$ cat src/seg_pkg.sv
package seg_pkg;

    localparam int N_DIGITS    = 8;
    localparam int W_VALUE     = N_DIGITS * 4;    // One nibble per digit
    localparam int SCAN_DIV    = 4;               // Clocks between scan ticks
    localparam int W_SCAN_CNT  = (SCAN_DIV > 1) ? $clog2 (SCAN_DIV) : 1;
    localparam int W_DIGIT_IDX = $clog2 (N_DIGITS);

    // One digit as a dynamic display would see it
    typedef struct packed
    {
        logic [7:0]            abcdefgh;          // Active high, a on top, dp at bit 0
        logic [N_DIGITS - 1:0] digit;             // One-hot strobe
    } seg_frame_t;

    // One static HEX digit
    typedef struct packed
    {
        logic [6:0] hex;                          // Active low, segment a at bit 0
        logic       dp;
        logic       updated;                      // Single-cycle pulse
    } digit_out_t;

    // Nibble to segments, abcdefg with a on top
    function automatic logic [6:0] hex_font (input logic [3:0] nibble);
        case (nibble)
            4'h0: return 7'h7e;   4'h1: return 7'h30;
            4'h2: return 7'h6d;   4'h3: return 7'h79;
            4'h4: return 7'h33;   4'h5: return 7'h5b;
            4'h6: return 7'h5f;   4'h7: return 7'h70;
            4'h8: return 7'h7f;   4'h9: return 7'h7b;
            4'ha: return 7'h77;   4'hb: return 7'h1f;
            4'hc: return 7'h4e;   4'hd: return 7'h3d;
            4'he: return 7'h4f;   default: return 7'h47;
        endcase
    endfunction

endpackage

$ cat src/board_pkg.sv
package board_pkg;

    //----------------------------------------------------------------------
    // Clocking

    localparam int CLK_MHZ   = 50;                // System clock
    localparam int VGA_MHZ   = 25;                // VGA DAC pixel clock
    localparam int VGA_DIV   = CLK_MHZ / VGA_MHZ;
    localparam int W_VGA_CNT = (VGA_DIV > 1) ? $clog2 (VGA_DIV) : 1;

    //----------------------------------------------------------------------
    // Board I/O widths

    localparam int W_KEY     = 4;
    localparam int W_SW      = 17;
    localparam int W_LED     = 18;                // Red lab LEDs

    localparam int W_LOAD    = 16;                // Switches loaded into the value
    localparam int SW_DP_BIT = 16;                // Switch that lights all dp

    // Lab commands, decoded from key edges
    typedef enum logic [1:0]
    {
        CMD_NONE,
        CMD_INC,
        CMD_LOAD,
        CMD_CLEAR
    } lab_cmd_e;

endpackage
$ cat src/board_top.sv
module board_top
    import board_pkg::*, seg_pkg::*;
(
    input  logic                       clk,
    input  logic                       rst,
    input  logic [W_KEY    - 1:0]      key,       // Active low buttons
    input  logic [W_SW     - 1:0]      sw,
    output logic [W_LED    - 1:0]      led,
    output logic [N_DIGITS - 1:0][6:0] hex_out,   // Digit 0 in the low field
    output logic [N_DIGITS - 1:0]      dp_led,
    output logic                       frame_done,
    output logic                       vga_clk
);

    logic [W_KEY    - 1:0]      lab_key;
    logic [W_VALUE  - 1:0]      value;
    logic [N_DIGITS - 1:0]      dp_mask;
    seg_frame_t                 scan_frame;
    digit_out_t [N_DIGITS - 1:0] digit_outs;

    assign lab_key = ~ key;

    //----------------------------------------------------------------------
    // Lab logic and scan

    lab_core i_lab_core
    (
        .clk     ( clk     ),
        .rst     ( rst     ),
        .key     ( lab_key ),
        .sw      ( sw      ),
        .value   ( value   ),
        .dp_mask ( dp_mask ),
        .led     ( led     )
    );

    seg_scanner i_seg_scanner
    (
        .clk     ( clk        ),
        .rst     ( rst        ),
        .value   ( value      ),
        .dp_mask ( dp_mask    ),
        .frame   ( scan_frame )
    );

    //----------------------------------------------------------------------
    // Sticky static digits

    for (genvar i = 0; i < N_DIGITS; i++)
    begin : g_digit
        hex_digit_latch #(.INDEX (i)) i_latch
        (
            .clk       ( clk            ),
            .rst       ( rst            ),
            .frame     ( scan_frame     ),
            .digit_out ( digit_outs [i] )
        );
    end

    seg_panel_collector i_collector
    (
        .clk        ( clk        ),
        .rst        ( rst        ),
        .digits     ( digit_outs ),
        .hex_out    ( hex_out    ),
        .dp_led     ( dp_led     ),
        .frame_done ( frame_done )
    );

    //----------------------------------------------------------------------
    // VGA DAC clock

    vga_clk_enable i_vga_clk_enable
    (
        .clk     ( clk     ),
        .rst     ( rst     ),
        .vga_clk ( vga_clk )
    );

endmodule

$ cat src/vga_clk_enable.sv
module vga_clk_enable
    import board_pkg::*;
(
    input  logic clk,
    input  logic rst,
    output logic vga_clk
);

    logic [W_VGA_CNT - 1:0] div_cnt;

    // One-cycle enable per pixel period
    always_ff @ (posedge clk or posedge rst)
    begin
        if (rst)
        begin
            div_cnt <= '0;
            vga_clk <= 1'b0;
        end
        else if (div_cnt == W_VGA_CNT' (VGA_DIV - 1))
        begin
            div_cnt <= '0;
            vga_clk <= 1'b1;
        end
        else
        begin
            div_cnt <= div_cnt + 1'b1;
            vga_clk <= 1'b0;
        end
    end

endmodule

$ cat src/seg_panel_collector.sv
module seg_panel_collector
    import seg_pkg::*;
(
    input  logic                        clk,
    input  logic                        rst,
    input  digit_out_t [N_DIGITS - 1:0] digits,
    output logic [N_DIGITS - 1:0][6:0]  hex_out,
    output logic [N_DIGITS - 1:0]       dp_led,
    output logic                        frame_done
);

    logic [N_DIGITS - 1:0] updated;
    logic [N_DIGITS - 1:0] refresh_mask;
    logic [N_DIGITS - 1:0] mask_next;
    logic                  frame_complete;

    always_comb
    begin
        for (int i = 0; i < N_DIGITS; i++)
            updated [i] = digits [i].updated;
    end

    assign mask_next      = refresh_mask | updated;
    // Last digit just refreshed and nothing was missed
    assign frame_complete = updated [N_DIGITS - 1] & (& mask_next);

    always_ff @ (posedge clk or posedge rst)
    begin
        if (rst)
        begin
            refresh_mask <= '0;
            frame_done   <= 1'b0;
            hex_out      <= '1;
            dp_led       <= '0;
        end
        else
        begin
            frame_done <= frame_complete;

            if (frame_complete)
            begin
                refresh_mask <= '0;               // Start a new frame
                for (int i = 0; i < N_DIGITS; i++)
                begin
                    hex_out [i] <= digits [i].hex;
                    dp_led  [i] <= digits [i].dp;
                end
            end
            else
            begin
                refresh_mask <= mask_next;
            end
        end
    end

endmodule

$ cat src/hex_digit_latch.sv
module hex_digit_latch
    import seg_pkg::*;
#(
    parameter int INDEX = 0                       // Digit position served
)
(
    input  logic       clk,
    input  logic       rst,
    input  seg_frame_t frame,
    output digit_out_t digit_out
);

    logic [7:0] hgfedcba;
    logic       sel;

    // Reverse so that segment a lands at bit 0
    always_comb
    begin
        for (int i = 0; i < 8; i++)
            hgfedcba [i] = frame.abcdefgh [7 - i];
    end

    assign sel = frame.digit [INDEX];

    always_ff @ (posedge clk or posedge rst)
    begin
        if (rst)
        begin
            digit_out.hex     <= '1;                  // Blank
            digit_out.dp      <= 1'b0;
            digit_out.updated <= 1'b0;
        end
        else
        begin
            if (sel)
            begin
                digit_out.hex <= ~ hgfedcba [6:0];    // HEX pins are active low
                digit_out.dp  <= hgfedcba [7];
            end

            digit_out.updated <= sel;
        end
    end

endmodule

$ cat src/seg_scanner.sv
module seg_scanner
    import seg_pkg::*;
(
    input  logic                  clk,
    input  logic                  rst,
    input  logic [W_VALUE  - 1:0] value,
    input  logic [N_DIGITS - 1:0] dp_mask,
    output seg_frame_t            frame
);

    logic [W_SCAN_CNT  - 1:0] div_cnt;
    logic [W_DIGIT_IDX - 1:0] digit_idx;
    logic                     tick;
    logic [3:0]               nibble;

    //----------------------------------------------------------------------
    // Scan timing

    assign tick = (div_cnt == W_SCAN_CNT' (SCAN_DIV - 1));

    always_ff @ (posedge clk or posedge rst)
    begin
        if (rst)
        begin
            div_cnt   <= '0;
            digit_idx <= '0;
        end
        else if (tick)
        begin
            div_cnt <= '0;

            if (digit_idx == W_DIGIT_IDX' (N_DIGITS - 1))
                digit_idx <= '0;                  // Wrap to digit 0
            else
                digit_idx <= digit_idx + 1'b1;
        end
        else
        begin
            div_cnt <= div_cnt + 1'b1;
        end
    end

    //----------------------------------------------------------------------
    // Segment frame

    assign nibble = value [4 * digit_idx +: 4];

    always_ff @ (posedge clk or posedge rst)
    begin
        if (rst)
        begin
            frame <= '0;
        end
        else if (tick)
        begin
            frame.abcdefgh <= { hex_font (nibble), dp_mask [digit_idx] };
            frame.digit    <= N_DIGITS' (1) << digit_idx;
        end
        else
        begin
            frame.digit <= '0;                    // Segments stay, strobe drops
        end
    end

endmodule

$ cat src/lab_core.sv
module lab_core
    import board_pkg::*, seg_pkg::*;
(
    input  logic                  clk,
    input  logic                  rst,
    input  logic [W_KEY    - 1:0] key,        // Active high here
    input  logic [W_SW     - 1:0] sw,
    output logic [W_VALUE  - 1:0] value,
    output logic [N_DIGITS - 1:0] dp_mask,
    output logic [W_LED    - 1:0] led
);

    logic [W_KEY - 1:0] key_sync;
    logic [W_KEY - 1:0] key_prev;
    logic [W_KEY - 1:0] key_rise;
    lab_cmd_e           cmd;

    //----------------------------------------------------------------------
    // Key edge detection

    always_ff @ (posedge clk or posedge rst)
    begin
        if (rst)
        begin
            key_sync <= '0;
            key_prev <= '0;
        end
        else
        begin
            key_sync <= key;
            key_prev <= key_sync;
        end
    end

    assign key_rise = key_sync & ~ key_prev;      // Held key counts once

    always_comb
    begin
        cmd = CMD_NONE;
        if (key_rise [2])
            cmd = CMD_CLEAR;                      // Clear wins over load
        else if (key_rise [1])
            cmd = CMD_LOAD;
        else if (key_rise [0])
            cmd = CMD_INC;
    end

    //----------------------------------------------------------------------
    // Value and decimal points

    always_ff @ (posedge clk or posedge rst)
    begin
        if (rst)
        begin
            value   <= '0;
            dp_mask <= '0;
        end
        else
        begin
            case (cmd)
                CMD_INC:   value <= value + 1'b1;
                CMD_LOAD:  value <= W_VALUE' (sw [W_LOAD - 1:0]);
                CMD_CLEAR: value <= '0;
                default:   value <= value;
            endcase

            dp_mask <= { N_DIGITS { sw [SW_DP_BIT] } };
        end
    end

    assign led = value [W_LED - 1:0];

endmodule

$ cat config.mk
export PLATFORM = sky130hd
export DESIGN_NAME = board_top
export DESIGN_NICKNAME = d
export VERILOG_FILES = /design/src/seg_pkg.sv /design/src/board_pkg.sv /design/src/board_top.sv /design/src/vga_clk_enable.sv /design/src/seg_panel_collector.sv /design/src/hex_digit_latch.sv /design/src/seg_scanner.sv /design/src/lab_core.sv
export SDC_FILE = /design/constraint.sdc
export NUM_CORES = 1
export LEC_CHECK = 0
export ABC_AREA = 0
export BUFFER_PORTS_ARGS = -buffer_cell sky130_fd_sc_hd__buf_2
export CAP_MARGIN = 20
export CORE_MARGIN = 2
export CORE_UTILIZATION = 52
export DETAILED_ROUTE_END_ITERATION = 7
export PLACE_DENSITY = 0.82
export SYNTH_ARGS = -nofsm -noshare
export SYNTH_HDL_FRONTEND = slang
export SYNTH_SLANG_ARGS = --single-unit
$ cat constraint.sdc
create_clock -name clk -period 5.6 [get_ports clk]
set_input_delay 0.28 -clock clk [delete_from_list [all_inputs] [get_ports clk]]
set_output_delay 0.28 -clock clk [all_outputs]
set_load 0.1 [all_outputs]
==> report_table.html, run 1 <==
<table>
<tr><th>Metric</th><th>Value</th></tr>
<tr><th colspan="2">Status</th></tr>
<tr><td>Run status</td><td>finished clean</td></tr>
<tr><th colspan="2">Job</th></tr>
<tr><td>Reported max-cap violation count</td><td>0</td></tr>
<tr><th colspan="2">CTS</th></tr>
<tr><td>Clock tree root driver cell</td><td>sky130_fd_sc_hd__clkbuf_16</td></tr>
<tr><td>Number of resized instances in the post-cts repair step</td><td>0</td></tr>
<tr><td>Cts bufs inserted</td><td>21</td></tr>
<tr><td>TritonCTS clock tree</td><td>yes</td></tr>
<tr><td>Count of hold-fix buffers inserted at cts</td><td>4</td></tr>
<tr><td>H-tree levels</td><td>1</td></tr>
<tr><td>Clock latency on the worst-skew pair</td><td>0.50 ns</td></tr>
<tr><td>Clock transition at the registers of the reported paths</td><td>0.06 ns</td></tr>
<tr><td>Largest buffer count on any clock path</td><td>3</td></tr>
<tr><td>Number of buffers inserted to repair setup after CTS</td><td>0</td></tr>
<tr><td>Total number of clock tree sinks</td><td>between 200 and 250</td></tr>
<tr><th colspan="2">Place</th></tr>
<tr><td>Post-detail-place hpwl</td><td>11.3 mm</td></tr>
<tr><td>Weighted congestion at the end of routability-driven global placement</td><td>0.913</td></tr>
<tr><td>Port Buffers</td><td>about 110</td></tr>
<tr><th colspan="2">Floorplanning</th></tr>
<tr><td>Number of top-level pins</td><td>107</td></tr>
<tr><td>Number of cell rows</td><td>47</td></tr>
<tr><td>DIE WIDTH</td><td>134 µm</td></tr>
<tr><td>Die Area</td><td>0.0179 mm²</td></tr>
<tr><td>Total core area</td><td>approximately 0.017 mm²</td></tr>
<tr><td>Starting Density</td><td>between 50% and 60%</td></tr>
<tr><td>Vertical die dimension</td><td>~130 µm</td></tr>
<tr><th colspan="2">Drt</th></tr>
<tr><td>ANT nets after route</td><td>0</td></tr>
<tr><td>Drt initial violations</td><td>274</td></tr>
<tr><td>Total Wirelength</td><td>17.5 mm</td></tr>
<tr><td>TritonRoute pass-1 iters</td><td>4</td></tr>
<tr><td>Total DRC errors in the routed layout</td><td>0</td></tr>
<tr><td>Number of vias per cell after detailed routing</td><td>5.54</td></tr>
<tr><td>Via count</td><td>5,714</td></tr>
<tr><td>Detailed-route wire length per cell</td><td>16.9 µm</td></tr>
<tr><th colspan="2">Synthesis</th></tr>
<tr><td>Top post-synthesis cells by count</td><td>112 x sky130_fd_sc_hd__dfstp_2, 94 x sky130_fd_sc_hd__dfrtp_1, 89 x sky130_fd_sc_hd__nor2_1</td></tr>
<tr><td>Fraction of registers with async set or reset after synthesis</td><td>100%</td></tr>
<tr><td>Ys Warns</td><td>0</td></tr>
<tr><td>Most repeated cell in the gate-level netlist after synthesis</td><td>sky130_fd_sc_hd__dfstp_2</td></tr>
<tr><td>Post-synth EDFFs</td><td>0</td></tr>
<tr><td>Post-synthesis instance total</td><td>~710</td></tr>
<tr><td>Cell taking the most area after synthesis</td><td>sky130_fd_sc_hd__dfstp_2</td></tr>
<tr><td>Seq/Total Area, Yosys</td><td>approximately three fifths</td></tr>
<tr><td>Share of Yosys cell area claimed by the top area cell type</td><td>around a third</td></tr>
<tr><td>Mean instance size in the synthesized netlist</td><td>12.3 µm²</td></tr>
<tr><td>Netlist area before placement</td><td>0.00878 mm²</td></tr>
<tr><td>Main synth FF type</td><td>sky130_fd_sc_hd__dfstp_2</td></tr>
<tr><td>Top cells by area, synth</td><td>sky130_fd_sc_hd__dfstp_2 34%, sky130_fd_sc_hd__dfrtp_1 27%, sky130_fd_sc_hd__mux2_2 10%</td></tr>
<tr><td>Post-synth net total</td><td>~750</td></tr>
<tr><td>Number of library cell types mapped by synthesis</td><td>47</td></tr>
<tr><td>#FFs+latches synth</td><td>206</td></tr>
<tr><th colspan="2">Global route</th></tr>
<tr><td>All-Layer GR Usage</td><td>19.9%</td></tr>
<tr><td>Number of global-route vias before repair</td><td>5,607</td></tr>
<tr><td>Maximum number of pins on one net before global-route repair</td><td>164</td></tr>
<tr><td>Number of antenna violations at the first check in global routing</td><td>0</td></tr>
<tr><td>Global route total overflow</td><td>0</td></tr>
<tr><td>Wire length of the first global-routing pass</td><td>28.7 mm</td></tr>
<tr><th colspan="2">Finish</th></tr>
<tr><td>Number of nets in the layout</td><td>836</td></tr>
<tr><td>Share of post-route cells with drive strength above 1</td><td>43.2%</td></tr>
<tr><td>Fill count</td><td>1,261</td></tr>
<tr><td>Area growth from synthesis to layout</td><td>15.1%</td></tr>
<tr><td>Antenna cells</td><td>0</td></tr>
<tr><th colspan="2">STA</th></tr>
<tr><td>Post-route setup TNS</td><td>0 ns</td></tr>
<tr><td>Unrepaired setup endpoints after global routing</td><td>false</td></tr>
<tr><td>Slew headroom</td><td>42.2%</td></tr>
<tr><td>Maximum clock frequency</td><td>377 MHz</td></tr>
<tr><td>Final max-slew violation count</td><td>0</td></tr>
<tr><td>Crit path time final</td><td>roughly 2.7 ns</td></tr>
<tr><td>Slew at the pin closest to its max-slew limit</td><td>0.867 ns</td></tr>
<tr><td>Period utilisation layout</td><td>47.3%</td></tr>
<tr><td>Maximum clock skew at final layout</td><td>0.0108 ns</td></tr>
<tr><td>Count of endpoints failing hold in the final timing report</td><td>0</td></tr>
<tr><td>Finish-stage setup viols</td><td>0</td></tr>
<tr><th colspan="2">Pwr</th></tr>
<tr><td>Power density of the placed cells</td><td>roughly 390 mW/mm²</td></tr>
<tr><td>Total chip power</td><td>between 0.003 and 0.004 W</td></tr>
<tr><td>Worst ir drop on vdd</td><td>0.286 mV</td></tr>
<tr><td>Static leakage power</td><td>4.40 nW</td></tr>
<tr><th colspan="2">Critical path</th></tr>
<tr><td>Most common cell type on the critical path</td><td>sky130_fd_sc_hd__nand2_1</td></tr>
<tr><td>Data required time at the worst endpoint</td><td>5.98 ns</td></tr>
<tr><td>Worst Path Max Fanout</td><td>11</td></tr>
<tr><td>Standard cell with the maximum stage delay on the critical path</td><td>sky130_fd_sc_hd__dfrtp_1</td></tr>
<tr><td>Startpoint class of the critical path</td><td>register</td></tr>
<tr><td>Critical-path cell list</td><td>mux4_1 -&gt; nand2_1 -&gt; nand2_1 -&gt; inv_1 -&gt; ha_1 -&gt; nand2b_1 -&gt; a32o_1 -&gt; mux2_4</td></tr>
<tr><td>Critical path class</td><td>register to register</td></tr>
<tr><td>Worst Setup End Kind</td><td>register</td></tr>
<tr><td>Worst-case reg-to-reg path depth</td><td>8</td></tr>
<tr><td>Maximum cell stage delay along the critical path</td><td>about 0.67 ns</td></tr>
<tr><td>Critical path arrival</td><td>between 3 and 4 ns</td></tr>
<tr><th colspan="2">Worst hold path</th></tr>
<tr><td>Hold Path Cell Cnt</td><td>3</td></tr>
<tr><td>Min-Delay Path Class</td><td>primary input to register</td></tr>
</table>
[path summary, 6_finish.rpt]
path                                       startpoint  slack [ns]                       end
setup / recovery           i_seg_scanner.digit_idx[0]        2.95   i_seg_scanner.frame[15]
hold / removal                                  sw[0]        0.06       i_lab_core.value[0]
setup reg to reg           i_seg_scanner.digit_idx[0]        2.95   i_seg_scanner.frame[15]
hold reg to reg              i_vga_clk_enable.div_cnt        0.38  i_vga_clk_enable.vga_clk
max in group asynchronous                         rst        4.13   i_seg_scanner.frame[12]
min in group asynchronous                         rst        0.34      i_lab_core.value[22]
[worst max-delay path, delay by kind of cell (launching register included)]
kind	cells	cell delay, ns
fa+ha+maj	1	0.28
buf+inv	1	0.16
flops	1	0.67
mux	2	0.87
simple gates	3	0.31
compound gates	1	0.26
[logic make-up (layout without fill, tap and decap cells)]
family,count (synthesis),after routing,synth area share [%]
flops,206,206,60.3
simple gates,194,194,10.6
compound gates,110,110,7.17
mux,96,96,13.6
buf+inv,73,172,4.23
xor+xnor,19,19,1.90
fa+ha+maj,15,15,2.14
[final cells by class]
cell class                 count  area, µm²  share of cell area, %
inverter                      19       75.1                  0.743
clock inverter                 7        114                   1.13
sequential                   206       5300                   52.4
multi-input combinational    434       3120                   30.9
timing repair buffer         116        646                   6.39
clock buffer                  30        579                   5.73
tap                          220        275                   2.72
[registers in the layout (all words and copies together) (netlist names)]
| signal | cells |
|---|---|
| i_collector.dp_led | 8 |
| i_collector.frame_done | 1 |
| g_digit.i_latch.digit_out | 72 |
| i_seg_scanner.frame | 16 |
| i_lab_core.key_sync | 3 |
| i_seg_scanner.div_cnt | 2 |
| i_collector.hex_out | 56 |
| i_vga_clk_enable.vga_clk | 1 |
| i_lab_core.value | 32 |
| i_lab_core.dp_mask | 1 |
| i_vga_clk_enable.div_cnt | 1 |
| i_lab_core.key_prev | 3 |
| i_collector.refresh_mask | 7 |
| i_seg_scanner.digit_idx | 3 |
[power by group]
part / internal [W] / switching [W] / leakage, nW / total, W
clock network: 0.000858 / 0.000556 / 0.340 / 0.00141
registers: 0.00168 / 0.000120 / 2.34 / 0.00180
logic: 0.000142 / 0.000596 / 1.72 / 0.000739
total: 0.00268 / 0.00127 / 4.40 / 0.00395
[placed cells by master (no fill, tap or decap), drive strengths merged, types with 3 or more instances in the layout]
master       count
nand4            4
mux2            84
xor2             5
ha              15
clkbuf          30
clkinv           3
a2bb2oi          3
and4             5
nand2           27
nand2b           9
a21oi           65
buf            111
nor2b            3
and3            12
nand3           16
mux4             8
nor4             7
dfstp          112
nor3             6
bufinv           3
dlygate4sd3      5
xnor2           14
and2             4
nor2            89
o21ai           19
or3              9
o221ai           3
mux2i            4
dfrtp           94
inv             19
a211oi          10
[through the flow]
stage	area [µm²]	cells	hold slack (ns)	setup slack, ns	util [%]
5_1_grt	10100	1032	0.0607	2.74	61.1
3_3_place_gp	9340	989	0.365	3.00	56.5
2_1_floorplan	8780	713	0.311	2.74	-
4_1_cts	10100	1030	0.0291	2.90	61.0
3_5_place_dp	9340	989	0.367	2.93	56.5
6_report	10100	1032	0.0649	2.95	61.1
[layer usage]
layer / routed length (µm) / up-vias / GRT usage [%]
li1: - / 2633 / -
met2: 8430 / 183 / 32.3
met1: 7560 / 2864 / 27.5
met3: 1090 / 34 / 3.59
met5: 0 / - / 0
met4: 378 / 0 / 6.15
(Power assumes the default switching activity.)
==> inputs of run 2 (changes only) <==
==> constraint.sdc (replaced) <==
create_clock -name clk -period 2.3 [get_ports clk]
set_input_delay 0.115 -clock clk [delete_from_list [all_inputs] [get_ports clk]]
set_output_delay 0.115 -clock clk [all_outputs]
set_load 0.1 [all_outputs]
==> run 2 against run 1 <==
Effect of this change:
- setup slack got worse by 2.9 ns
- sequential power grew 140%
- clock-buffer cell count up 2
- fmax grew 20%
- global-route usage grew 1.3 points
- first-iteration DRC count increased by 21%
- largest power group unchanged
==> report_table.html, run 2 (synthesized netlist as in run 1, its figures left out) <==
<table>
<tr><th>Metric</th><th>Value</th></tr>
<tr><th colspan="2">Status</th></tr>
<tr><td>Run status</td><td>finished clean (unchanged)</td></tr>
<tr><th colspan="2">STA</th></tr>
<tr><td>Final max-slew violation count</td><td>0 (unchanged)</td></tr>
<tr><td>Count of endpoints failing hold in the final timing report</td><td>0 (unchanged)</td></tr>
<tr><td>Maximum clock skew at final layout</td><td>0.0180 ns (was 0.0108 ns)</td></tr>
<tr><td>Slew headroom</td><td>49.3% (was 42.2%)</td></tr>
<tr><td>Worst Hold Margin</td><td>0.0688 ns (was 0.0649 ns)</td></tr>
<tr><td>Period utilisation layout</td><td>96.2% (was 47.3%)</td></tr>
<tr><td>Crit path time final</td><td>2.21 ns (was 2.65 ns)</td></tr>
<tr><td>Slew at the pin closest to its max-slew limit</td><td>0.760 ns (was 0.867 ns)</td></tr>
<tr><td>Maximum clock frequency</td><td>452 MHz (was 377 MHz)</td></tr>
<tr><td>Finish-stage setup viols</td><td>0 (unchanged)</td></tr>
<tr><th colspan="2">Floorplanning</th></tr>
<tr><td>Number of top-level pins</td><td>107 (unchanged)</td></tr>
<tr><td>Vertical die dimension</td><td>134 µm (unchanged)</td></tr>
<tr><td>DIE WIDTH</td><td>134 µm (unchanged)</td></tr>
<tr><td>Starting Density</td><td>53.1% (unchanged)</td></tr>
<tr><td>Die Area</td><td>0.0179 mm² (unchanged)</td></tr>
<tr><td>Total core area</td><td>0.0165 mm² (unchanged)</td></tr>
<tr><td>Number of cell rows</td><td>47 (unchanged)</td></tr>
<tr><th colspan="2">Finish</th></tr>
<tr><td>Area growth from synthesis to layout</td><td>18.4% (was 15.1%)</td></tr>
<tr><td>Number of nets in the layout</td><td>868 (was 836)</td></tr>
<tr><td>Final standard cell utilization of the core</td><td>62.9% (was 61.1%)</td></tr>
<tr><td>Share of post-route cells with drive strength above 1</td><td>44.4% (was 43.2%)</td></tr>
<tr><td>Register with the most flip-flops</td><td>g_digit.i_latch.digit_out (unchanged)</td></tr>
<tr><td>Number of flip-flops in the largest register</td><td>72 (unchanged)</td></tr>
<tr><td>Antenna cells</td><td>0 (unchanged)</td></tr>
<tr><td>Biggest regs</td><td>g_digit.i_latch.digit_out (72), i_collector.hex_out (56), i_lab_core.value (32) (unchanged)</td></tr>
<tr><td>Commonest cells after routing, fill and taps aside</td><td>112 x sky130_fd_sc_hd__dfstp_2, 105 x sky130_fd_sc_hd__buf_2, 93 x sky130_fd_sc_hd__dfrtp_1 (was 112 x sky130_fd_sc_hd__dfstp_2, 105 x sky130_fd_sc_hd__buf_2, 94 x sky130_fd_sc_hd__dfrtp_1)</td></tr>
<tr><td>Most common library cell in the layout ignoring fill and taps</td><td>sky130_fd_sc_hd__dfstp_2 (unchanged)</td></tr>
<tr><td>Fill count</td><td>1,229 (was 1,261)</td></tr>
<tr><th colspan="2">Critical path</th></tr>
<tr><td>Maximum cell stage delay along the critical path</td><td>0.56 ns (was 0.67 ns)</td></tr>
<tr><td>Worst Setup End Kind</td><td>register (unchanged)</td></tr>
<tr><td>Critical-path cell list</td><td>mux4_1 -&gt; nand2_1 -&gt; nand2_1 -&gt; inv_1 -&gt; ha_2 -&gt; nand2b_1 -&gt; a32o_1 -&gt; mux2_4 (was mux4_1 -&gt; nand2_1 -&gt; nand2_1 -&gt; inv_1 -&gt; ha_1 -&gt; nand2b_1 -&gt; a32o_1 -&gt; mux2_4)</td></tr>
<tr><td>Worst Path Max Fanout</td><td>5 (was 11)</td></tr>
<tr><td>Startpoint class of the critical path</td><td>register (unchanged)</td></tr>
<tr><td>Data required time at the worst endpoint</td><td>2.68 ns (was 5.98 ns)</td></tr>
<tr><td>Critical path arrival</td><td>2.59 ns (was 3.04 ns)</td></tr>
<tr><td>Most common cell type on the critical path</td><td>sky130_fd_sc_hd__nand2_1 (unchanged)</td></tr>
<tr><td>Standard cell with the maximum stage delay on the critical path</td><td>sky130_fd_sc_hd__mux4_1 (was sky130_fd_sc_hd__dfrtp_1)</td></tr>
<tr><td>Critical path class</td><td>register to register (unchanged)</td></tr>
<tr><th colspan="2">CTS</th></tr>
<tr><td>Cts bufs inserted</td><td>21 (unchanged)</td></tr>
<tr><td>Total number of clock tree sinks</td><td>206 (unchanged)</td></tr>
<tr><td>TritonCTS clock tree</td><td>yes (unchanged)</td></tr>
<tr><td>Clock transition at the registers of the reported paths</td><td>0.06 ns (about the same)</td></tr>
<tr><td>Clock tree root driver cell</td><td>sky130_fd_sc_hd__clkbuf_16 (unchanged)</td></tr>
<tr><td>Clock latency on the worst-skew pair</td><td>0.49 ns (was 0.50 ns)</td></tr>
<tr><td>H-tree levels</td><td>1 (unchanged)</td></tr>
<tr><td>Largest buffer count on any clock path</td><td>3 (unchanged)</td></tr>
<tr><th colspan="2">Drt</th></tr>
<tr><td>Detailed-route wire length per cell</td><td>17.8 µm (was 16.9 µm)</td></tr>
<tr><td>Total Wirelength</td><td>18.9 mm (was 17.5 mm)</td></tr>
<tr><td>Via count</td><td>5,869 (was 5,714)</td></tr>
<tr><td>Met2 wirelength from detailed routing</td><td>9.57 mm (was 8.43 mm)</td></tr>
<tr><td>Post-Route M1 WL</td><td>7.78 mm (was 7.56 mm)</td></tr>
<tr><td>TritonRoute pass-1 iters</td><td>5 (was 4)</td></tr>
<tr><td>Drt initial violations</td><td>331 (was 274)</td></tr>
<tr><td>Met3 WL</td><td>1.17 mm (was 1.09 mm)</td></tr>
<tr><td>DR top layer</td><td>met4 (unchanged)</td></tr>
<tr><td>Total DRC errors in the routed layout</td><td>0 (unchanged)</td></tr>
<tr><td>Number of vias per cell after detailed routing</td><td>5.51 (was 5.54)</td></tr>
<tr><td>ANT nets after route</td><td>0 (unchanged)</td></tr>
<tr><th colspan="2">Global route</th></tr>
<tr><td>Wire length of the first global-routing pass</td><td>30.6 mm (was 28.7 mm)</td></tr>
<tr><td>Number of antenna violations at the first check in global routing</td><td>0 (unchanged)</td></tr>
<tr><td>All-Layer GR Usage</td><td>21.2% (was 19.9%)</td></tr>
<tr><td>Number of global-route vias before repair</td><td>5,913 (was 5,607)</td></tr>
<tr><td>Maximum number of pins on one net before global-route repair</td><td>134 (was 164)</td></tr>
<tr><td>Global route total overflow</td><td>0 (unchanged)</td></tr>
<tr><th colspan="2">Pwr</th></tr>
<tr><td>Static leakage power</td><td>4.56 nW (was 4.40 nW)</td></tr>
<tr><td>Worst ir drop on vdd</td><td>0.655 mV (was 0.286 mV)</td></tr>
<tr><td>Power density of the placed cells</td><td>920 mW/mm² (was 391 mW/mm²)</td></tr>
<tr><th colspan="2">Place</th></tr>
<tr><td>Weighted congestion at the end of routability-driven global placement</td><td>0.920 (was 0.913)</td></tr>
<tr><td>Post-detail-place hpwl</td><td>11.9 mm (was 11.3 mm)</td></tr>
<tr><td>Port Buffers</td><td>105 (unchanged)</td></tr>
<tr><th colspan="2">Job</th></tr>
<tr><td>Reported max-cap violation count</td><td>0 (unchanged)</td></tr>
<tr><th colspan="2">Worst hold path</th></tr>
<tr><td>Min-Delay Path Class</td><td>primary input to register (unchanged)</td></tr>
</table>
## run 2: changes by cell type in the layout (fill, tap and decap cells not counted), moves of 2 or more
cell	change
sky130_fd_sc_hd__clkbuf_16	+2
sky130_fd_sc_hd__dlygate4sd3_1	+14
sky130_fd_sc_hd__buf_4	+16
sky130_fd_sc_hd__bufinv_16	-3
sky130_fd_sc_hd__clkbuf_1	-2
sky130_fd_sc_hd__clkbuf_8	+2
## run 2: worst paths after layout
| check | startpoint | to | slack, ns | cells past startpoint |
|---|---|---|---|---|
| worst max-delay path | i_seg_scanner.digit_idx[0] | i_seg_scanner.frame[15] | 0.09 | 8 |
| worst min-delay path | sw[14] | i_lab_core.value[14] | 0.07 | 4 |
| worst max register to register | i_seg_scanner.digit_idx[0] | i_seg_scanner.frame[15] | 0.09 | 8 |
| worst min register to register | i_vga_clk_enable.div_cnt | i_vga_clk_enable.vga_clk | 0.38 | 0 |
| max in group asynchronous | rst | i_seg_scanner.digit_idx[0] | 1.33 | 4 |
| min in group asynchronous | rst | i_seg_scanner.frame[8] | 0.32 | 4 |
## run 2: area by class of cell
class                   count  area, µm²  share of cell area, %
well taps                 220        275                   2.65
inverters                  19       75.1                  0.722
flip-flops and latches    206       5300                   51.0
clock inverters             6       37.5                  0.361
clock buffers              32        649                   6.25
repair buffers            148        937                   9.02
multi-input cells         434       3120                   30.0
## run 2: routing by layer
metal  track usage, %  up-vias
met5                0        -
met4             5.67        0
met3             3.40       35
met2             37.1      219
met1             27.6     2904
li1                 -     2711
## run 2: through the flow
step / setup slack, ns / total power (W) / instances / setup TNS, ns / instance area (µm²)
floorplan: -0.396 / 0.00594 / 713 / -37.21 / 8780
global placement: 0.0796 / 0.00621 / 1007 / 0 / 9500
detailed placement: 0.0125 / 0.00626 / 1007 / 0 / 9500
CTS: 0.0514 / 0.00962 / 1064 / 0 / 10400
global route: -0.0222 / 0.00988 / 1065 / -0.0270 / 10400
finish: 0.0877 / 0.00956 / 1065 / 0 / 10400
## run 2: power breakdown
part / leakage (nW) / switching (W) / internal [W]
clock network: 0.342 / 0.00136 / 0.00196
logic: 1.88 / 0.00149 / 0.000380
registers: 2.34 / 0.000283 / 0.00409
## run 2: timing repair
action / 4_1_cts / 5_1_grt
hold endpoints to repair: 112 / 0
endpoints found under the setup margin: 1 / 5
pin swaps: 0 / 0
resized for setup: 1 / 3
hold buffers: 19 / 0
setup buffers: 0 / 1
## run 2: worst max-delay path, delay by kind of cell, from the launching register on
kind / cells / cell delay [ns]
flops: 1 / 0.42
buf+inv: 1 / 0.12
fa+ha+maj: 1 / 0.25
compound gates: 1 / 0.26
simple gates: 3 / 0.23
mux: 2 / 0.81
==> inputs of run 3 (changes only) <==
--- a/config.mk
+++ b/config.mk
@@ -5,13 +5,13 @@
 export SDC_FILE = /design/constraint.sdc
 export NUM_CORES = 1
 export LEC_CHECK = 0
-export ABC_AREA = 0
+export ABC_AREA = 1
 export BUFFER_PORTS_ARGS = -buffer_cell sky130_fd_sc_hd__buf_2
-export CAP_MARGIN = 20
+export CAP_MARGIN = 25
 export CORE_MARGIN = 2
-export CORE_UTILIZATION = 52
+export CORE_UTILIZATION = 53
 export DETAILED_ROUTE_END_ITERATION = 7
-export PLACE_DENSITY = 0.82
+export PLACE_DENSITY = 0.83
 export SYNTH_ARGS = -nofsm -noshare
 export SYNTH_HDL_FRONTEND = slang
 export SYNTH_SLANG_ARGS = --single-unit
==> run 3 against run 2 <==
Effect of this change:
- global-route usage increased by 1.7 points
- hold slack worse by 0.040 ns
- cell count grew 31%
- largest power group unchanged
==> report_table.html, run 3 <==
<table>
<tr><th>Metric</th><th>Value</th></tr>
<tr><th colspan="2">Status</th></tr>
<tr><td>Run status</td><td>finished clean (unchanged)</td></tr>
<tr><th colspan="2">Pwr</th></tr>
<tr><td>Static leakage power</td><td>5.19 nW (was 4.56 nW)</td></tr>
<tr><td>Total chip power</td><td>0.0111 W (was 0.00956 W)</td></tr>
<tr><td>Power density of the placed cells</td><td>1030 mW/mm² (was 920 mW/mm²)</td></tr>
<tr><td>Worst ir drop on vdd</td><td>0.908 mV (was 0.655 mV)</td></tr>
<tr><th colspan="2">STA</th></tr>
<tr><td>Unrepaired setup endpoints after global routing</td><td>false</td></tr>
<tr><td>Slew at the pin closest to its max-slew limit</td><td>0.724 ns (was 0.760 ns)</td></tr>
<tr><td>Maximum clock skew at final layout</td><td>0.0128 ns (was 0.0180 ns)</td></tr>
<tr><td>Final max-slew violation count</td><td>0 (unchanged)</td></tr>
<tr><td>Count of endpoints failing hold in the final timing report</td><td>0 (unchanged)</td></tr>
<tr><td>Post-route setup TNS</td><td>0 ns (unchanged)</td></tr>
<tr><td>Maximum clock frequency</td><td>497 MHz (was 452 MHz)</td></tr>
<tr><td>Period utilisation layout</td><td>87.6% (was 96.2%)</td></tr>
<tr><td>Crit path time final</td><td>2.01 ns (was 2.21 ns)</td></tr>
<tr><td>Finish-stage setup viols</td><td>0 (unchanged)</td></tr>
<tr><td>Worst Hold Margin</td><td>0.0291 ns (was 0.0688 ns)</td></tr>
<tr><td>Post-route setup slack</td><td>0.286 ns (was 0.0877 ns)</td></tr>
<tr><td>Slew headroom</td><td>51.7% (was 49.3%)</td></tr>
<tr><th colspan="2">Synthesis</th></tr>
<tr><td>Top post-synthesis cells by count</td><td>385 x sky130_fd_sc_hd__nand2_1, 112 x sky130_fd_sc_hd__dfstp_2, 94 x sky130_fd_sc_hd__dfrtp_1 (was 112 x sky130_fd_sc_hd__dfstp_2, 94 x sky130_fd_sc_hd__dfrtp_1, 89 x sky130_fd_sc_hd__nor2_1)</td></tr>
<tr><td>Number of library cell types mapped by synthesis</td><td>33 (was 47)</td></tr>
<tr><td>Ys Warns</td><td>0 (unchanged)</td></tr>
<tr><td>Netlist area before placement</td><td>0.00915 mm² (was 0.00878 mm²)</td></tr>
<tr><td>#FFs+latches synth</td><td>206 (unchanged)</td></tr>
<tr><td>Mean instance size in the synthesized netlist</td><td>8.77 µm² (was 12.3 µm²)</td></tr>
<tr><td>Post-synthesis instance total</td><td>1,043 (was 713)</td></tr>
<tr><td>Cell taking the most area after synthesis</td><td>sky130_fd_sc_hd__dfstp_2 (unchanged)</td></tr>
<tr><td>Share of Yosys cell area claimed by the top area cell type</td><td>32.2% (was 33.5%)</td></tr>
<tr><td>Post-synth net total</td><td>1,081 (was 751)</td></tr>
<tr><td>Main synth FF type</td><td>sky130_fd_sc_hd__dfstp_2 (unchanged)</td></tr>
<tr><td>Post-synth EDFFs</td><td>0 (unchanged)</td></tr>
<tr><td>Top cells by area, synth</td><td>sky130_fd_sc_hd__dfstp_2 32%, sky130_fd_sc_hd__dfrtp_1 26%, sky130_fd_sc_hd__nand2_1 16% (was sky130_fd_sc_hd__dfstp_2 34%, sky130_fd_sc_hd__dfrtp_1 27%, sky130_fd_sc_hd__mux2_2 10%)</td></tr>
<tr><td>Most repeated cell in the gate-level netlist after synthesis</td><td>sky130_fd_sc_hd__nand2_1 (was sky130_fd_sc_hd__dfstp_2)</td></tr>
<tr><td>Fraction of registers with async set or reset after synthesis</td><td>100% (unchanged)</td></tr>
<tr><td>Seq/Total Area, Yosys</td><td>57.9% (was 60.3%)</td></tr>
<tr><th colspan="2">Critical path</th></tr>
<tr><td>Critical path arrival</td><td>2.39 ns (was 2.59 ns)</td></tr>
<tr><td>Data required time at the worst endpoint</td><td>2.68 ns (about the same)</td></tr>
<tr><td>Worst Setup End Kind</td><td>register (unchanged)</td></tr>
<tr><td>Worst-case register-to-register setup slack</td><td>0.29 ns (was 0.09 ns)</td></tr>
<tr><td>Launch instance of the worst register-to-register path</td><td>i_seg_scanner.digit_idx[0] (unchanged)</td></tr>
<tr><td>Critical path class</td><td>register to register (unchanged)</td></tr>
<tr><td>Startpoint class of the critical path</td><td>register (unchanged)</td></tr>
<tr><td>Reg-to-reg endpoint</td><td>i_seg_scanner.frame[12] (was i_seg_scanner.frame[15])</td></tr>
<tr><td>Worst-case reg-to-reg path depth</td><td>12 (was 8)</td></tr>
<tr><td>Worst Path Max Fanout</td><td>20 (was 5)</td></tr>
<tr><th colspan="2">Global route</th></tr>
<tr><td>Wire length of the first global-routing pass</td><td>34.3 mm (was 30.6 mm)</td></tr>
<tr><td>Number of antenna violations at the first check in global routing</td><td>0 (unchanged)</td></tr>
<tr><td>Global route total overflow</td><td>0 (unchanged)</td></tr>
<tr><td>Number of global-route vias before repair</td><td>7,147 (was 5,913)</td></tr>
<tr><td>Maximum number of pins on one net before global-route repair</td><td>73 (was 134)</td></tr>
<tr><td>All-Layer GR Usage</td><td>22.9% (was 21.2%)</td></tr>
<tr><th colspan="2">Finish</th></tr>
<tr><td>Number of flip-flops in the largest register</td><td>72 (unchanged)</td></tr>
<tr><td>Register with the most flip-flops</td><td>g_digit.i_latch.digit_out (unchanged)</td></tr>
<tr><td>Area growth from synthesis to layout</td><td>18.0% (was 18.4%)</td></tr>
<tr><td>Fill count</td><td>1,345 (was 1,229)</td></tr>
<tr><td>Layout Cell Area excl Fill</td><td>0.0108 mm² (was 0.0104 mm²)</td></tr>
<tr><td>Commonest cells after routing, fill and taps aside</td><td>384 x sky130_fd_sc_hd__nand2_1, 112 x sky130_fd_sc_hd__dfstp_2, 105 x sky130_fd_sc_hd__buf_2 (was 112 x sky130_fd_sc_hd__dfstp_2, 105 x sky130_fd_sc_hd__buf_2, 93 x sky130_fd_sc_hd__dfrtp_1)</td></tr>
<tr><td>Share of post-route cells with drive strength above 1</td><td>26.1% (was 44.4%)</td></tr>
<tr><td>Flip-flop and latch area</td><td>0.00530 mm² (about the same)</td></tr>
<tr><td>Area taken by multi-input logic gates</td><td>0.00323 mm² (was 0.00312 mm²)</td></tr>
<tr><td>Biggest regs</td><td>g_digit.i_latch.digit_out (72), i_collector.hex_out (56), i_lab_core.value (32) (unchanged)</td></tr>
<tr><td>Number of nets in the layout</td><td>1,190 (was 868)</td></tr>
<tr><td>Antenna cells</td><td>0 (unchanged)</td></tr>
<tr><td>Most common library cell in the layout ignoring fill and taps</td><td>sky130_fd_sc_hd__nand2_1 (was sky130_fd_sc_hd__dfstp_2)</td></tr>
<tr><th colspan="2">CTS</th></tr>
<tr><td>Count of hold-fix buffers inserted at cts</td><td>18 (was 19)</td></tr>
<tr><td>Largest buffer count on any clock path</td><td>3 (unchanged)</td></tr>
<tr><td>Number of buffers inserted to repair setup after CTS</td><td>0 (unchanged)</td></tr>
<tr><td>Total number of clock tree sinks</td><td>206 (unchanged)</td></tr>
<tr><td>Cts bufs inserted</td><td>22 (was 21)</td></tr>
<tr><td>TritonCTS clock tree</td><td>yes (unchanged)</td></tr>
<tr><td>H-tree levels</td><td>1 (unchanged)</td></tr>
<tr><td>Clock transition at the registers of the reported paths</td><td>0.07 ns (was 0.06 ns)</td></tr>
<tr><td>Clock latency on the worst-skew pair</td><td>0.50 ns (was 0.49 ns)</td></tr>
<tr><td>Number of resized instances in the post-cts repair step</td><td>0 (was 1)</td></tr>
<tr><td>Clock tree root driver cell</td><td>sky130_fd_sc_hd__clkbuf_16 (unchanged)</td></tr>
<tr><th colspan="2">Worst hold path</th></tr>
<tr><td>Hold path endpoint</td><td>i_lab_core.value[7] (was i_lab_core.value[14])</td></tr>
<tr><td>Hold Path Cell Cnt</td><td>3 (was 4)</td></tr>
<tr><td>Launch point of the worst hold path</td><td>sw[7] (was sw[14])</td></tr>
<tr><td>Min-Delay Path Class</td><td>primary input to register (unchanged)</td></tr>
<tr><th colspan="2">Place</th></tr>
<tr><td>Post-Place Cell Area</td><td>0.00982 mm² (was 0.00950 mm²)</td></tr>
<tr><td>Post-detail-place hpwl</td><td>13.5 mm (was 11.9 mm)</td></tr>
<tr><td>Weighted congestion at the end of routability-driven global placement</td><td>0.935 (was 0.920)</td></tr>
<tr><td>Port Buffers</td><td>105 (unchanged)</td></tr>
<tr><td>Worst slack at placement</td><td>0.291 ns (was 0.0125 ns)</td></tr>
<tr><th colspan="2">Drt</th></tr>
<tr><td>TritonRoute pass-1 iters</td><td>5 (unchanged)</td></tr>
<tr><td>Detailed-route wire length per cell</td><td>14.6 µm (was 17.8 µm)</td></tr>
<tr><td>Total DRC errors in the routed layout</td><td>0 (unchanged)</td></tr>
<tr><td>Number of vias per cell after detailed routing</td><td>5.26 (was 5.51)</td></tr>
<tr><td>Drt initial violations</td><td>506 (was 331)</td></tr>
<tr><td>Via count</td><td>7,324 (was 5,869)</td></tr>
<tr><td>Total Wirelength</td><td>20.4 mm (was 18.9 mm)</td></tr>
<tr><td>ANT nets after route</td><td>0 (unchanged)</td></tr>
<tr><th colspan="2">Floorplanning</th></tr>
<tr><td>Number of cell rows</td><td>48 (was 47)</td></tr>
<tr><td>Die Area</td><td>0.0183 mm² (was 0.0179 mm²)</td></tr>
<tr><td>Vertical die dimension</td><td>135 µm (was 134 µm)</td></tr>
<tr><td>Starting Density</td><td>53.6% (was 53.1%)</td></tr>
<tr><td>Total core area</td><td>0.0171 mm² (was 0.0165 mm²)</td></tr>
<tr><td>DIE WIDTH</td><td>135 µm (was 134 µm)</td></tr>
<tr><td>Number of top-level pins</td><td>107 (unchanged)</td></tr>
<tr><th colspan="2">Job</th></tr>
<tr><td>Reported max-cap violation count</td><td>0 (unchanged)</td></tr>
</table>
## run 3: cell types whose count changed in the layout (fill, tap and decap cells not counted), sizes merged, moves of 24 or more
cell / before / now
a21oi: 65 / 26
mux2: 84 / 0
nand3: 16 / 46
inv: 19 / 81
nand2: 27 / 391
o21ai: 19 / 114
nor2: 89 / 65
## run 3: kinds of logic after synthesis
group	Yosys count	share of synthesized area (%)
adders and majority gates	15	2.05
buffers and inverters	137	6.85
and+or+nand+nor	532	24.5
AOI/OAI and AO/OA	152	8.60
xor gates and xnor gates	1	0.0958
DFF	206	57.9
## run 3: metal layers
metal	wire length [µm]	global-route usage, %	up-vias
met1	8590	30.6	3500
met2	10100	39.9	253
met4	393	6.42	0
li1	-	-	3538
met3	1250	2.62	33
met5	0	0	-
## run 3: power by group
group          switching (W)  total (W)  internal (W)  leakage (nW)
Clock                0.00144    0.00380       0.00235         0.388
Sequential          0.000422    0.00471       0.00429          2.34
Combinational        0.00215    0.00259      0.000438          2.46
Total                0.00402     0.0111       0.00708          5.19
## run 3: final cells by class
| class | count | share of cell area [%] |
|---|---|---|
| repair buffers | 139 | 8.11 |
| clock buffers | 26 | 5.62 |
| clock inverters | 14 | 1.77 |
| multi-input cells | 700 | 29.9 |
| inverters | 83 | 2.94 |
| flip-flops and latches | 206 | 49.0 |
| well taps | 225 | 2.61 |
## run 3: worst max-delay path by stage
stage | from | to | slack (ns) | depth (start not counted)
2_1_floorplan | rst | g_digit[0].i_latch.digit_out[0] | -0.40 | 1
3_3_place_gp | i_seg_scanner.digit_idx[0] | i_seg_scanner.frame[12] | 0.35 | 12
3_5_place_dp | i_seg_scanner.digit_idx[0] | i_seg_scanner.frame[12] | 0.29 | 12
4_1_cts | i_seg_scanner.digit_idx[0] | i_seg_scanner.frame[12] | 0.28 | 12
5_1_grt | i_seg_scanner.digit_idx[0] | i_seg_scanner.frame[12] | 0.06 | 12
6_report | i_seg_scanner.digit_idx[0] | i_seg_scanner.frame[12] | 0.29 | 12
## run 3: worst max-delay path: stages, from the launching register on
cell,delay [ns]
sky130_fd_sc_hd__dfrtp_1,0.54
sky130_fd_sc_hd__inv_4,0.16
sky130_fd_sc_hd__a21oi_1,0.14
sky130_fd_sc_hd__o21ai_0,0.09
sky130_fd_sc_hd__nand2_1,0.06
sky130_fd_sc_hd__inv_1,0.04
sky130_fd_sc_hd__o21ai_1,0.15
sky130_fd_sc_hd__inv_1,0.12
sky130_fd_sc_hd__ha_1,0.31
sky130_fd_sc_hd__nand2_1,0.09
sky130_fd_sc_hd__nand3_1,0.07
sky130_fd_sc_hd__nand3_1,0.08
sky130_fd_sc_hd__nand2_1,0.05
## run 3: metrics by stage
step	util, %	instances
3_5_place_dp	57.6	1335
2_1_floorplan	-	1043
6_report	63.3	1393
5_1_grt	63.3	1393
3_3_place_gp	57.6	1335
4_1_cts	63.3	1393
